`src/verilog/xy_motion_pkg.sv`:
```
`default_nettype none

// shared types and register map of the x/y positioning controller
package xy_motion_pkg;

  localparam int AXI_ADDR_WIDTH = 5;   // byte address into the register window
  localparam int AXI_DATA_WIDTH = 32;  // every register is one full word

  // sequencer states, encoded in the order the cycle runs through them
  typedef enum logic [2:0] {
    initialize1 = 3'b000,  // first cycle after reset, clears both axes
    initialize2 = 3'b001,  // settle cycle before the machine goes idle
    at_rest     = 3'b010,  // idle and waiting for a motion request
    capture_xy  = 3'b011,  // staged targets latched into the axis channels
    in_motion   = 3'b100,  // both axes step toward their targets
    xy_reached  = 3'b101   // one cycle that reports completion
  } seq_state_t;

  // AXI response codes used by this slave
  typedef enum logic [1:0] {
    okay   = 2'b00,
    slverr = 2'b10
  } axi_resp_t;

  // register byte offsets
  localparam logic [AXI_ADDR_WIDTH-1:0] ADDR_CTRL     = 5'h00;  // bit 0 written as one starts a move
  localparam logic [AXI_ADDR_WIDTH-1:0] ADDR_TARGET_X = 5'h04;  // staged target x
  localparam logic [AXI_ADDR_WIDTH-1:0] ADDR_TARGET_Y = 5'h08;  // staged target y
  localparam logic [AXI_ADDR_WIDTH-1:0] ADDR_POS      = 5'h0C;  // read only, y in 31:16 and x in 15:0
  localparam logic [AXI_ADDR_WIDTH-1:0] ADDR_STATUS   = 5'h10;  // read only, done in bit 1 and busy in bit 0

endpackage

`default_nettype wire

```
`src/verilog/axis_channel.sv`:
```
`timescale 1ns/1ps
`default_nettype none

// one axis of the controller
// it holds the captured target and the position counter and compares the two
module axis_channel #(
  parameter int COORD_WIDTH = 10  // bits in one coordinate
) (
  input  wire                   clk,
  input  wire                   reset,
  input  wire                   init,           // clears target and position
  input  wire                   capt_enbl,      // latches the staged target
  input  wire                   count_en,       // steps the position by one unit
  input  wire                   up1_dwn0,       // step direction, one counts up
  input  wire [COORD_WIDTH-1:0] target_staged,  // target as written by the host
  output logic [COORD_WIDTH-1:0] position,      // current position of this axis
  output logic                  comp_eq,        // position equals the captured target
  output logic                  comp_gt,        // position lies above the captured target
  output logic                  comp_lt         // position lies below the captured target
);

  logic [COORD_WIDTH-1:0] target_q;  // target captured at the start of a move
  logic [COORD_WIDTH-1:0] step_pos;  // position one unit in the requested direction

  // the captured target only changes on init or on a capture from the sequencer
  always_ff @(posedge clk or posedge reset)
  begin
    if (reset)
    begin
      target_q <= '0;  // comparators start from a known target
    end
    else if (init)
    begin
      target_q <= '0;  // the sequencer clears the axis once after reset
    end
    else if (capt_enbl)
    begin
      target_q <= target_staged;  // staged writes after this point do not affect the move
    end
  end

  // the next position for a single step, up or down
  always_comb
  begin
    if (up1_dwn0)
    begin
      step_pos = position + 1'b1;
    end
    else
    begin
      step_pos = position - 1'b1;
    end
  end

  // up/down position counter
  always_ff @(posedge clk or posedge reset)
  begin
    if (reset)
    begin
      position <= '0;
    end
    else if (init)
    begin
      position <= '0;  // home position is the origin
    end
    else if (count_en)
    begin
      position <= step_pos;  // one unit per enabled cycle
    end
  end

  // magnitude comparator, exactly one of the three flags is high at any time
  always_comb
  begin
    comp_eq = (position == target_q);
    comp_gt = (position > target_q);  // the axis has to count down
    comp_lt = (position < target_q);  // the axis has to count up
  end

endmodule

`default_nettype wire

```
`src/verilog/motion_sequencer.sv`:
```
`timescale 1ns/1ps
`default_nettype none

// Mealy FSM that runs the initialize, capture, move and complete cycle
// the step enables in in_motion come straight from the axis comparators
module motion_sequencer (
  input  wire  clk,
  input  wire  reset,
  input  wire  motion,      // one-cycle request from the register block
  input  wire  x_comp_eq,
  input  wire  x_comp_gt,
  input  wire  x_comp_lt,
  input  wire  y_comp_eq,
  input  wire  y_comp_gt,
  input  wire  y_comp_lt,
  output logic init,        // clears both axis channels
  output logic x_count_en,
  output logic x_up1_dwn0,
  output logic y_count_en,
  output logic y_up1_dwn0,
  output logic capt_enbl,   // latches the staged targets into both axes
  output logic busy,        // high in every state except at_rest
  output logic done_pulse   // one cycle at the end of each move
);

  xy_motion_pkg::seq_state_t state;       // registered state
  xy_motion_pkg::seq_state_t next_state;  // decoded next state

  // state register
  always_ff @(posedge clk or posedge reset)
  begin
    if (reset)
    begin
      state <= xy_motion_pkg::initialize1;  // restart the cycle from the clearing state
    end
    else
    begin
      state <= next_state;
    end
  end

  // next-state logic
  always_comb
  begin
    next_state = state;  // hold unless a transition below fires
    case (state)
      xy_motion_pkg::initialize1:
      begin
        next_state = xy_motion_pkg::initialize2;
      end
      xy_motion_pkg::initialize2:
      begin
        next_state = xy_motion_pkg::at_rest;
      end
      xy_motion_pkg::at_rest:
      begin
        if (motion)
        begin
          next_state = xy_motion_pkg::capture_xy;  // a go command was accepted
        end
      end
      xy_motion_pkg::capture_xy:
      begin
        if (!motion)
        begin
          next_state = xy_motion_pkg::in_motion;  // wait for the request to drop
        end
      end
      xy_motion_pkg::in_motion:
      begin
        if (x_comp_eq && y_comp_eq)
        begin
          next_state = xy_motion_pkg::xy_reached;  // both axes sit on their targets
        end
      end
      xy_motion_pkg::xy_reached:
      begin
        next_state = xy_motion_pkg::at_rest;
      end
      default:
      begin
        next_state = xy_motion_pkg::at_rest;  // unused encodings fall back to idle
      end
    endcase
  end

  // output decode, all outputs are low unless the state drives them
  always_comb
  begin
    init       = 1'b0;
    x_count_en = 1'b0;
    x_up1_dwn0 = 1'b0;
    y_count_en = 1'b0;
    y_up1_dwn0 = 1'b0;
    capt_enbl  = 1'b0;
    done_pulse = 1'b0;
    busy       = (state != xy_motion_pkg::at_rest);  // initialization counts as busy too
    case (state)
      xy_motion_pkg::initialize1:
      begin
        init = 1'b1;  // counters and captured targets go to zero
      end
      xy_motion_pkg::capture_xy:
      begin
        capt_enbl = 1'b1;  // latched at the end of this cycle
      end
      xy_motion_pkg::in_motion:
      begin
        x_count_en = x_comp_gt || x_comp_lt;  // step while x is off target
        x_up1_dwn0 = x_comp_lt;               // below target means count up
        y_count_en = y_comp_gt || y_comp_lt;
        y_up1_dwn0 = y_comp_lt;
      end
      xy_motion_pkg::xy_reached:
      begin
        done_pulse = 1'b1;  // sets the sticky done bit in the register block
      end
      default:
      begin
        init = 1'b0;  // initialize2 and at_rest drive nothing
      end
    endcase
  end

endmodule

`default_nettype wire

```
`src/verilog/xy_host_regs.sv`:
```
`timescale 1ns/1ps
`default_nettype none

// AXI4-Lite slave with the staged targets, the go pulse and the readback
// a write is taken when address and data are both valid and no response is pending
module xy_host_regs #(
  parameter int COORD_WIDTH = 10  // bits in one coordinate
) (
  input  wire                                     clk,
  input  wire                                     reset,
  input  wire [xy_motion_pkg::AXI_ADDR_WIDTH-1:0] awaddr,
  input  wire                                     awvalid,
  output logic                                    awready,
  input  wire [xy_motion_pkg::AXI_DATA_WIDTH-1:0] wdata,
  input  wire                                     wvalid,
  output logic                                    wready,
  output xy_motion_pkg::axi_resp_t                bresp,
  output logic                                    bvalid,
  input  wire                                     bready,
  input  wire [xy_motion_pkg::AXI_ADDR_WIDTH-1:0] araddr,
  input  wire                                     arvalid,
  output logic                                    arready,
  output logic [xy_motion_pkg::AXI_DATA_WIDTH-1:0] rdata,
  output xy_motion_pkg::axi_resp_t                rresp,
  output logic                                    rvalid,
  input  wire                                     rready,
  input  wire                                     busy,        // sequencer is not at rest
  input  wire                                     done_pulse,  // sequencer finished a move
  input  wire [COORD_WIDTH-1:0]                   pos_x,
  input  wire [COORD_WIDTH-1:0]                   pos_y,
  output logic                                    motion,      // one-cycle go request
  output logic [COORD_WIDTH-1:0]                  target_x_staged,
  output logic [COORD_WIDTH-1:0]                  target_y_staged
);

  logic wr_fire;    // write accepted this cycle
  logic rd_fire;    // read accepted this cycle
  logic busy_any;   // a move is pending or running
  logic wr_err;     // the write in flight is refused
  logic go_ok;      // accepted go command
  logic done_q;     // sticky done bit
  logic [15:0] pos_x_ext;  // positions widened to their readback fields
  logic [15:0] pos_y_ext;
  logic [xy_motion_pkg::AXI_DATA_WIDTH-1:0] tgt_x_word;  // staged targets widened to a word
  logic [xy_motion_pkg::AXI_DATA_WIDTH-1:0] tgt_y_word;
  logic [xy_motion_pkg::AXI_DATA_WIDTH-1:0] rd_word;     // read data before the output register
  xy_motion_pkg::axi_resp_t wr_resp;
  xy_motion_pkg::axi_resp_t rd_resp;

  assign awready  = !bvalid;  // address and data are taken together
  assign wready   = !bvalid;
  assign arready  = !rvalid;  // one read outstanding at most
  assign wr_fire  = awvalid && wvalid && awready && wready;
  assign rd_fire  = arvalid && arready;
  assign busy_any = busy || motion;  // covers the cycle before the sequencer leaves at_rest
  assign go_ok    = wr_fire && !wr_err && (awaddr == xy_motion_pkg::ADDR_CTRL) && wdata[0];
  assign wr_resp  = wr_err ? xy_motion_pkg::slverr : xy_motion_pkg::okay;

  // write decode, read-only and unmapped offsets are refused
  always_comb
  begin
    case (awaddr)
      xy_motion_pkg::ADDR_CTRL:     wr_err = wdata[0] && busy_any;  // no go while a move runs
      xy_motion_pkg::ADDR_TARGET_X: wr_err = 1'b0;
      xy_motion_pkg::ADDR_TARGET_Y: wr_err = 1'b0;
      default:                      wr_err = 1'b1;  // POS, STATUS and holes in the map
    endcase
  end

  // zero-extend the coordinates into their readback fields
  always_comb
  begin
    pos_x_ext  = '0;
    pos_y_ext  = '0;
    tgt_x_word = '0;
    tgt_y_word = '0;
    pos_x_ext[COORD_WIDTH-1:0]  = pos_x;
    pos_y_ext[COORD_WIDTH-1:0]  = pos_y;
    tgt_x_word[COORD_WIDTH-1:0] = target_x_staged;
    tgt_y_word[COORD_WIDTH-1:0] = target_y_staged;
  end

  // read mux, CTRL always reads back as zero
  always_comb
  begin
    rd_word = '0;
    rd_resp = xy_motion_pkg::okay;
    case (araddr)
      xy_motion_pkg::ADDR_CTRL:     rd_word = '0;
      xy_motion_pkg::ADDR_TARGET_X: rd_word = tgt_x_word;
      xy_motion_pkg::ADDR_TARGET_Y: rd_word = tgt_y_word;
      xy_motion_pkg::ADDR_POS:      rd_word = {pos_y_ext, pos_x_ext};
      xy_motion_pkg::ADDR_STATUS:   rd_word[1:0] = {done_q, busy_any};
      default:                      rd_resp = xy_motion_pkg::slverr;  // unmapped offset
    endcase
  end

  // handshake state, staged targets, go pulse and done bit
  always_ff @(posedge clk or posedge reset)
  begin
    if (reset)
    begin
      bvalid          <= 1'b0;
      rvalid          <= 1'b0;
      motion          <= 1'b0;
      done_q          <= 1'b0;
      target_x_staged <= '0;
      target_y_staged <= '0;
    end
    else
    begin
      motion <= go_ok;  // high exactly in the cycle after the accepted go write
      if (wr_fire)
      begin
        bvalid <= 1'b1;  // response follows on the next cycle
      end
      else if (bready)
      begin
        bvalid <= 1'b0;  // held until the host takes it
      end
      if (rd_fire)
      begin
        rvalid <= 1'b1;
      end
      else if (rready)
      begin
        rvalid <= 1'b0;
      end
      if (wr_fire && !wr_err && (awaddr == xy_motion_pkg::ADDR_TARGET_X))
      begin
        target_x_staged <= wdata[COORD_WIDTH-1:0];  // byte enables are ignored
      end
      if (wr_fire && !wr_err && (awaddr == xy_motion_pkg::ADDR_TARGET_Y))
      begin
        target_y_staged <= wdata[COORD_WIDTH-1:0];
      end
      if (go_ok)
      begin
        done_q <= 1'b0;  // a new move clears the previous completion
      end
      else if (done_pulse)
      begin
        done_q <= 1'b1;
      end
    end
  end

  // response payloads, loaded on acceptance and stable while valid is high
  always_ff @(posedge clk)
  begin
    if (wr_fire)
    begin
      bresp <= wr_resp;
    end
    if (rd_fire)
    begin
      rdata <= rd_word;
      rresp <= rd_resp;
    end
  end

endmodule

`default_nettype wire

```
`src/verilog/xy_motion_top.sv`:
```
`timescale 1ns/1ps
`default_nettype none

// x/y positioning controller with an AXI4-Lite host port
// two axis channels run side by side under one sequencer
module xy_motion_top #(
  parameter int COORD_WIDTH = 10  // bits per coordinate, 2 to 16
) (
  input  wire                                     clk,
  input  wire                                     reset,
  input  wire [xy_motion_pkg::AXI_ADDR_WIDTH-1:0] awaddr,
  input  wire                                     awvalid,
  output logic                                    awready,
  input  wire [xy_motion_pkg::AXI_DATA_WIDTH-1:0] wdata,
  input  wire                                     wvalid,
  output logic                                    wready,
  output xy_motion_pkg::axi_resp_t                bresp,
  output logic                                    bvalid,
  input  wire                                     bready,
  input  wire [xy_motion_pkg::AXI_ADDR_WIDTH-1:0] araddr,
  input  wire                                     arvalid,
  output logic                                    arready,
  output logic [xy_motion_pkg::AXI_DATA_WIDTH-1:0] rdata,
  output xy_motion_pkg::axi_resp_t                rresp,
  output logic                                    rvalid,
  input  wire                                     rready
);

  logic                   motion;       // go request into the sequencer
  logic [COORD_WIDTH-1:0] target_x_staged;
  logic [COORD_WIDTH-1:0] target_y_staged;
  logic                   init;         // shared clear for both axes
  logic                   capt_enbl;    // shared capture for both axes
  logic                   x_count_en;
  logic                   x_up1_dwn0;
  logic                   y_count_en;
  logic                   y_up1_dwn0;
  logic                   busy;
  logic                   done_pulse;
  logic                   x_comp_eq;
  logic                   x_comp_gt;
  logic                   x_comp_lt;
  logic                   y_comp_eq;
  logic                   y_comp_gt;
  logic                   y_comp_lt;
  logic [COORD_WIDTH-1:0] pos_x;
  logic [COORD_WIDTH-1:0] pos_y;

  // host register block
  xy_host_regs #(
    .COORD_WIDTH(COORD_WIDTH)
  ) u_regs (
    .clk(clk),
    .reset(reset),
    .awaddr(awaddr),
    .awvalid(awvalid),
    .awready(awready),
    .wdata(wdata),
    .wvalid(wvalid),
    .wready(wready),
    .bresp(bresp),
    .bvalid(bvalid),
    .bready(bready),
    .araddr(araddr),
    .arvalid(arvalid),
    .arready(arready),
    .rdata(rdata),
    .rresp(rresp),
    .rvalid(rvalid),
    .rready(rready),
    .busy(busy),
    .done_pulse(done_pulse),
    .pos_x(pos_x),
    .pos_y(pos_y),
    .motion(motion),
    .target_x_staged(target_x_staged),
    .target_y_staged(target_y_staged)
  );

  // x axis
  axis_channel #(
    .COORD_WIDTH(COORD_WIDTH)
  ) u_axis_x (
    .clk(clk),
    .reset(reset),
    .init(init),
    .capt_enbl(capt_enbl),
    .count_en(x_count_en),
    .up1_dwn0(x_up1_dwn0),
    .target_staged(target_x_staged),
    .position(pos_x),
    .comp_eq(x_comp_eq),
    .comp_gt(x_comp_gt),
    .comp_lt(x_comp_lt)
  );

  // y axis, same channel with its own enable and direction
  axis_channel #(
    .COORD_WIDTH(COORD_WIDTH)
  ) u_axis_y (
    .clk(clk),
    .reset(reset),
    .init(init),
    .capt_enbl(capt_enbl),
    .count_en(y_count_en),
    .up1_dwn0(y_up1_dwn0),
    .target_staged(target_y_staged),
    .position(pos_y),
    .comp_eq(y_comp_eq),
    .comp_gt(y_comp_gt),
    .comp_lt(y_comp_lt)
  );

  // sequencer combines both comparator sets into one decision
  motion_sequencer u_seq (
    .clk(clk),
    .reset(reset),
    .motion(motion),
    .x_comp_eq(x_comp_eq),
    .x_comp_gt(x_comp_gt),
    .x_comp_lt(x_comp_lt),
    .y_comp_eq(y_comp_eq),
    .y_comp_gt(y_comp_gt),
    .y_comp_lt(y_comp_lt),
    .init(init),
    .x_count_en(x_count_en),
    .x_up1_dwn0(x_up1_dwn0),
    .y_count_en(y_count_en),
    .y_up1_dwn0(y_up1_dwn0),
    .capt_enbl(capt_enbl),
    .busy(busy),
    .done_pulse(done_pulse)
  );

endmodule

`default_nettype wire

```
`config.mk`:
```
export PLATFORM = sky130hd
export DESIGN_NAME = xy_motion_top
export DESIGN_NICKNAME = d
export VERILOG_FILES = /design/src/verilog/xy_motion_pkg.sv /design/src/verilog/axis_channel.sv /design/src/verilog/motion_sequencer.sv /design/src/verilog/xy_host_regs.sv /design/src/verilog/xy_motion_top.sv
export SDC_FILE = /design/constraint.sdc
export NUM_CORES = 1
export LEC_CHECK = 0
export ABC_AREA = 1
export BUFFER_PORTS_ARGS = -buffer_cell sky130_fd_sc_hd__buf_2
export CORE_MARGIN = 3
export CORE_UTILIZATION = 35
export CTS_CLUSTER_SIZE = 20
export DETAILED_ROUTE_END_ITERATION = 8
export RECOVER_POWER = 50
export SYNTH_ARGS = -nofsm -noshare
export SYNTH_HDL_FRONTEND = slang
export SYNTH_HIERARCHICAL = 1
export SYNTH_SLANG_ARGS = --single-unit
export TNS_END_PERCENT = 1
```
`constraint.sdc`:
```
create_clock -name clk -period 2.9 [get_ports clk]
set_input_delay 0.145 -clock clk [delete_from_list [all_inputs] [get_ports clk]]
set_output_delay 0.145 -clock clk [all_outputs]
set_load 0.05 [all_outputs]
```
==> results.toml <==
[synthesis]
syn_inst = 671
synth_area_leaders = "dfrtp_1 (31%), edfxtp_1 (12%), nand2_1 (12%)"
ys_ff_latch = 89
synth_warnings = 6
ys_types = 42
synth.top_cell.area_share = 0.3073
avgSynthCellArea_um2 = 8.130
synth_area_leader_cell = "dfrtp_1"
yosysSeqAreaShare = 0.4284
netlist_area_um2 = 5455

[clocking]
clock-sinks = 89
clockBufferDepth = 2
htreeDepth = 3
cts_made_buffers = 9
path_clk_slew_ns = 0.07
clockRootBuffer = "clkbuf_16"
clock_latency_ns = 0.34
cts_tree = "done"

[power_and_ir_drop]
cellPowerDensity_nw_per_um2 = 945.6
ir_drop_mv = 0.4073
power_uw = 6007
p_leak_uw = 0.003155

[worst_setup_path]
critPathRequiredTime_ns = 3.14
critPathLaunchType = "register"
path_class = "reg2reg"
worstSetupEndpointType = "register"
reg2reg_from = "u_axis_x/position[5]"
path_max_fanout = 9
endpoint = "u_axis_x/position[6]"
r2r_end = "u_axis_x/position[6]"
cp-startpoint = "u_axis_x/position[5]"
ff2ff_setup_slack_ns = 0.20
ff2ff_path_depth = 17
worst_ep_arrival_time_ns = 2.94

[placed_design]
gp_congestion = 0.8230
dp_cells = 923
portBuffers = 53
place_ws_ns = 0.04919
place_hpwl_mm = 9.570
placed_area_um2 = 6010

[route]
drcViolationCount = 0
vias = 4507
via_per_inst = 4.779
ant_nets = 0
wl_mm = 12.83
wl_per_cell_um = 13.60
drt_iter0_drc = 312
dr.pass1.iters = 5

[timing]
max_freq_mhz = 370.1
fin_crit_sh = 0.9317
setup-tns-final_ns = 0
tightest_slew_ns = 1.708
relSlewSlack = -0.1432
finalHoldViolCount = 0
fin_crit_ns = 2.702
fin_ws_ns = 0.1981
rsz0062_at_grt = "true"
finalMaxSlewViolations = 26
finClkSkew_ns = 0.008181
setup_viol = 0

[job]
cap_violations = 1

[floorplan]
die_area_um2 = 17120
die_x_um = 130.8
core_um2 = 15200
rows = 45
dieHeight_um = 130.8
ios = 90
start_util = 0.3588

[final_layout]
area_delta_synth_final_pct = 16.44
fin_area_um2 = 6352
antennaDiodeCount = 0
nets = 837
layout-drive-gt1-share = 0.1444
fill_cells = 1518
final_cells = 943

[global_routing]
grt_max_degree = 26
grt-ovfl-total = 0
grt_pass1_vias = 4103
track_usage = 0.1512
grt_pass1_wl_mm = 20.14
antenna_found_initial = 0

[outcome]
violations = "max-capacitance violations, max-slew violations"
status = "complete, but fails checks"

[worst_hold_path]
hold_class = "in2reg"
## metrics by stage
stage,utilization,hold slack [ns]
floorplan,-,-0.1014
global placement,0.3953,0.05683
detailed placement,0.3953,0.06067
CTS,0.4184,0.01712
global route,0.4179,0.05171
finish,0.4179,0.04634
## worst min path at each step
stage / start / slack (ns) / to / cells after the start
after floorplan: reset / -0.10 / u_seq/state[0] / 1
after global placement: reset / 0.06 / u_seq/state[0] / 2
after detailed placement: reset / 0.06 / u_seq/state[0] / 2
after CTS: arvalid / 0.02 / u_regs/rvalid / 3
after global routing: arvalid / 0.05 / u_regs/rvalid / 3
final: arvalid / 0.05 / u_regs/rvalid / 3
## worst max-delay path, stage by stage (launching register included)
cell	delay, ns
dfrtp_1	0.40
ha_1	0.31
a21oi_1	0.15
o21ai_0	0.12
nand2_1	0.08
nand3_1	0.08
inv_1	0.08
inv_1	0.05
nor2_2	0.15
inv_2	0.13
fa_1	0.44
nand2_1	0.11
nand3_2	0.09
nand3_1	0.08
nand2_1	0.06
xor2_1	0.15
nand2_1	0.06
nand2_1	0.05
## logic make-up (layout without fill, tap and decap cells)
kind of cell | after synthesis | in the layout | synth area share
XOR/XNOR | 8 | 8 | 0.01284
flip-flops | 89 | 89 | 0.4284
AO/OA/AOI/OAI | 67 | 67 | 0.06995
buffers and inverters | 130 | 201 | 0.1050
other | 1 | 14 | 0.0006874
adder cells (fa/ha/maj) | 38 | 38 | 0.08991
AND/OR/NAND/NOR | 338 | 338 | 0.2931
## cell type report
type                       count  area [um^2]  share of cell area
tap                          188        235.2             0.03703
inverter                     102        385.4             0.06067
timing repair buffer          83        462.9             0.07288
sequential                    89         2337              0.3679
clock inverter                 6        70.07             0.01103
multi-input combinational    465         2611              0.4111
clock buffer                  10        250.2             0.03939
## state kept, by name (all words and copies together) (netlist names)
| register | cells |
|---|---|
| u_regs/motion | 1 |
| u_regs/done_q | 1 |
| u_regs/rdata | 20 |
| u_regs/bresp | 1 |
| u_seq/state | 3 |
| u_regs/target_x_staged | 10 |
| u_regs/target_y_staged | 10 |
| u_axis_y/target_q | 10 |
| u_regs/rvalid | 1 |
| u_regs/rresp | 1 |
| u_axis_x/target_q | 10 |
| u_axis_x/position | 10 |
| u_regs/bvalid | 1 |
| u_axis_y/position | 10 |
## layout by cell type, fill, tap and decap left out, types with 2 or more instances in the layout
cell,netlist,final
a21oi_1,17,16
a21oi_2,1,2
a22o_1,2,2
a32o_1,2,2
buf_2,4,25
buf_4,17,27
clkbuf_1,4,28
clkbuf_16,0,10
clkinv_1,6,6
clkinv_4,0,2
conb_1,1,14
dfrtp_1,67,67
dlygate4sd3_1,0,3
edfxtp_1,22,22
fa_1,2,2
ha_1,36,35
inv_1,92,90
inv_2,4,5
inv_6,0,2
nand2_1,173,173
nand2_2,4,4
nand3_1,54,54
nand3_2,6,6
nand4_1,30,30
nand4_4,2,2
nor2_1,46,44
nor2_2,6,8
nor2_4,5,6
nor3_1,3,2
o21a_1,3,3
o21ai_0,28,28
o21ai_1,9,9
o21bai_1,2,2
or2_2,3,3
xor2_1,8,8
## synth_stat cells (all sizes together)
master	count
conb	1
nand4	32
clkinv	6
a21boi	1
nor3	3
fa	2
xor2	8
buf	23
a21oi	18
ha	36
a32o	2
dfrtp	67
nand2	177
o21a	3
inv	96
or2	5
nor2	58
a22o	2
clkbuf	5
nand3	61
o211ai	2
edfxtp	22
o21ai	37
and3	1
o21bai	2
nand3b	1
## report_power, final
part / total [uW] / internal (uW) / switching (uW) / leakage (uW)
clock: 1230 / 728 / 507 / 0.000159
combinational: 3140 / 1160 / 1980 / 0.00189
sequential: 1630 / 1490 / 142 / 0.00111
total: 6010 / 3380 / 2630 / 0.00316
## metal layers
| layer | share of wire | GRT usage | vias to the layer above |
|---|---|---|---|
| met4 | 0.016 | 0.04598 | 0 |
| met2 | 0.47 | 0.2465 | 102 |
| met1 | 0.47 | 0.2024 | 2068 |
| li1 | - | - | 2320 |
| met5 | 0 | 0 | - |
| met3 | 0.038 | 0.03211 | 17 |
## what timing repair did
action | CTS | global route
endpoints found under the hold margin | 19 | 0
setup buffers | 0 | 1
setup endpoints to repair | 0 | 16
hold buffers | 3 | 0
gates resized for setup | 0 | 10
(Power assumes the default switching activity.)
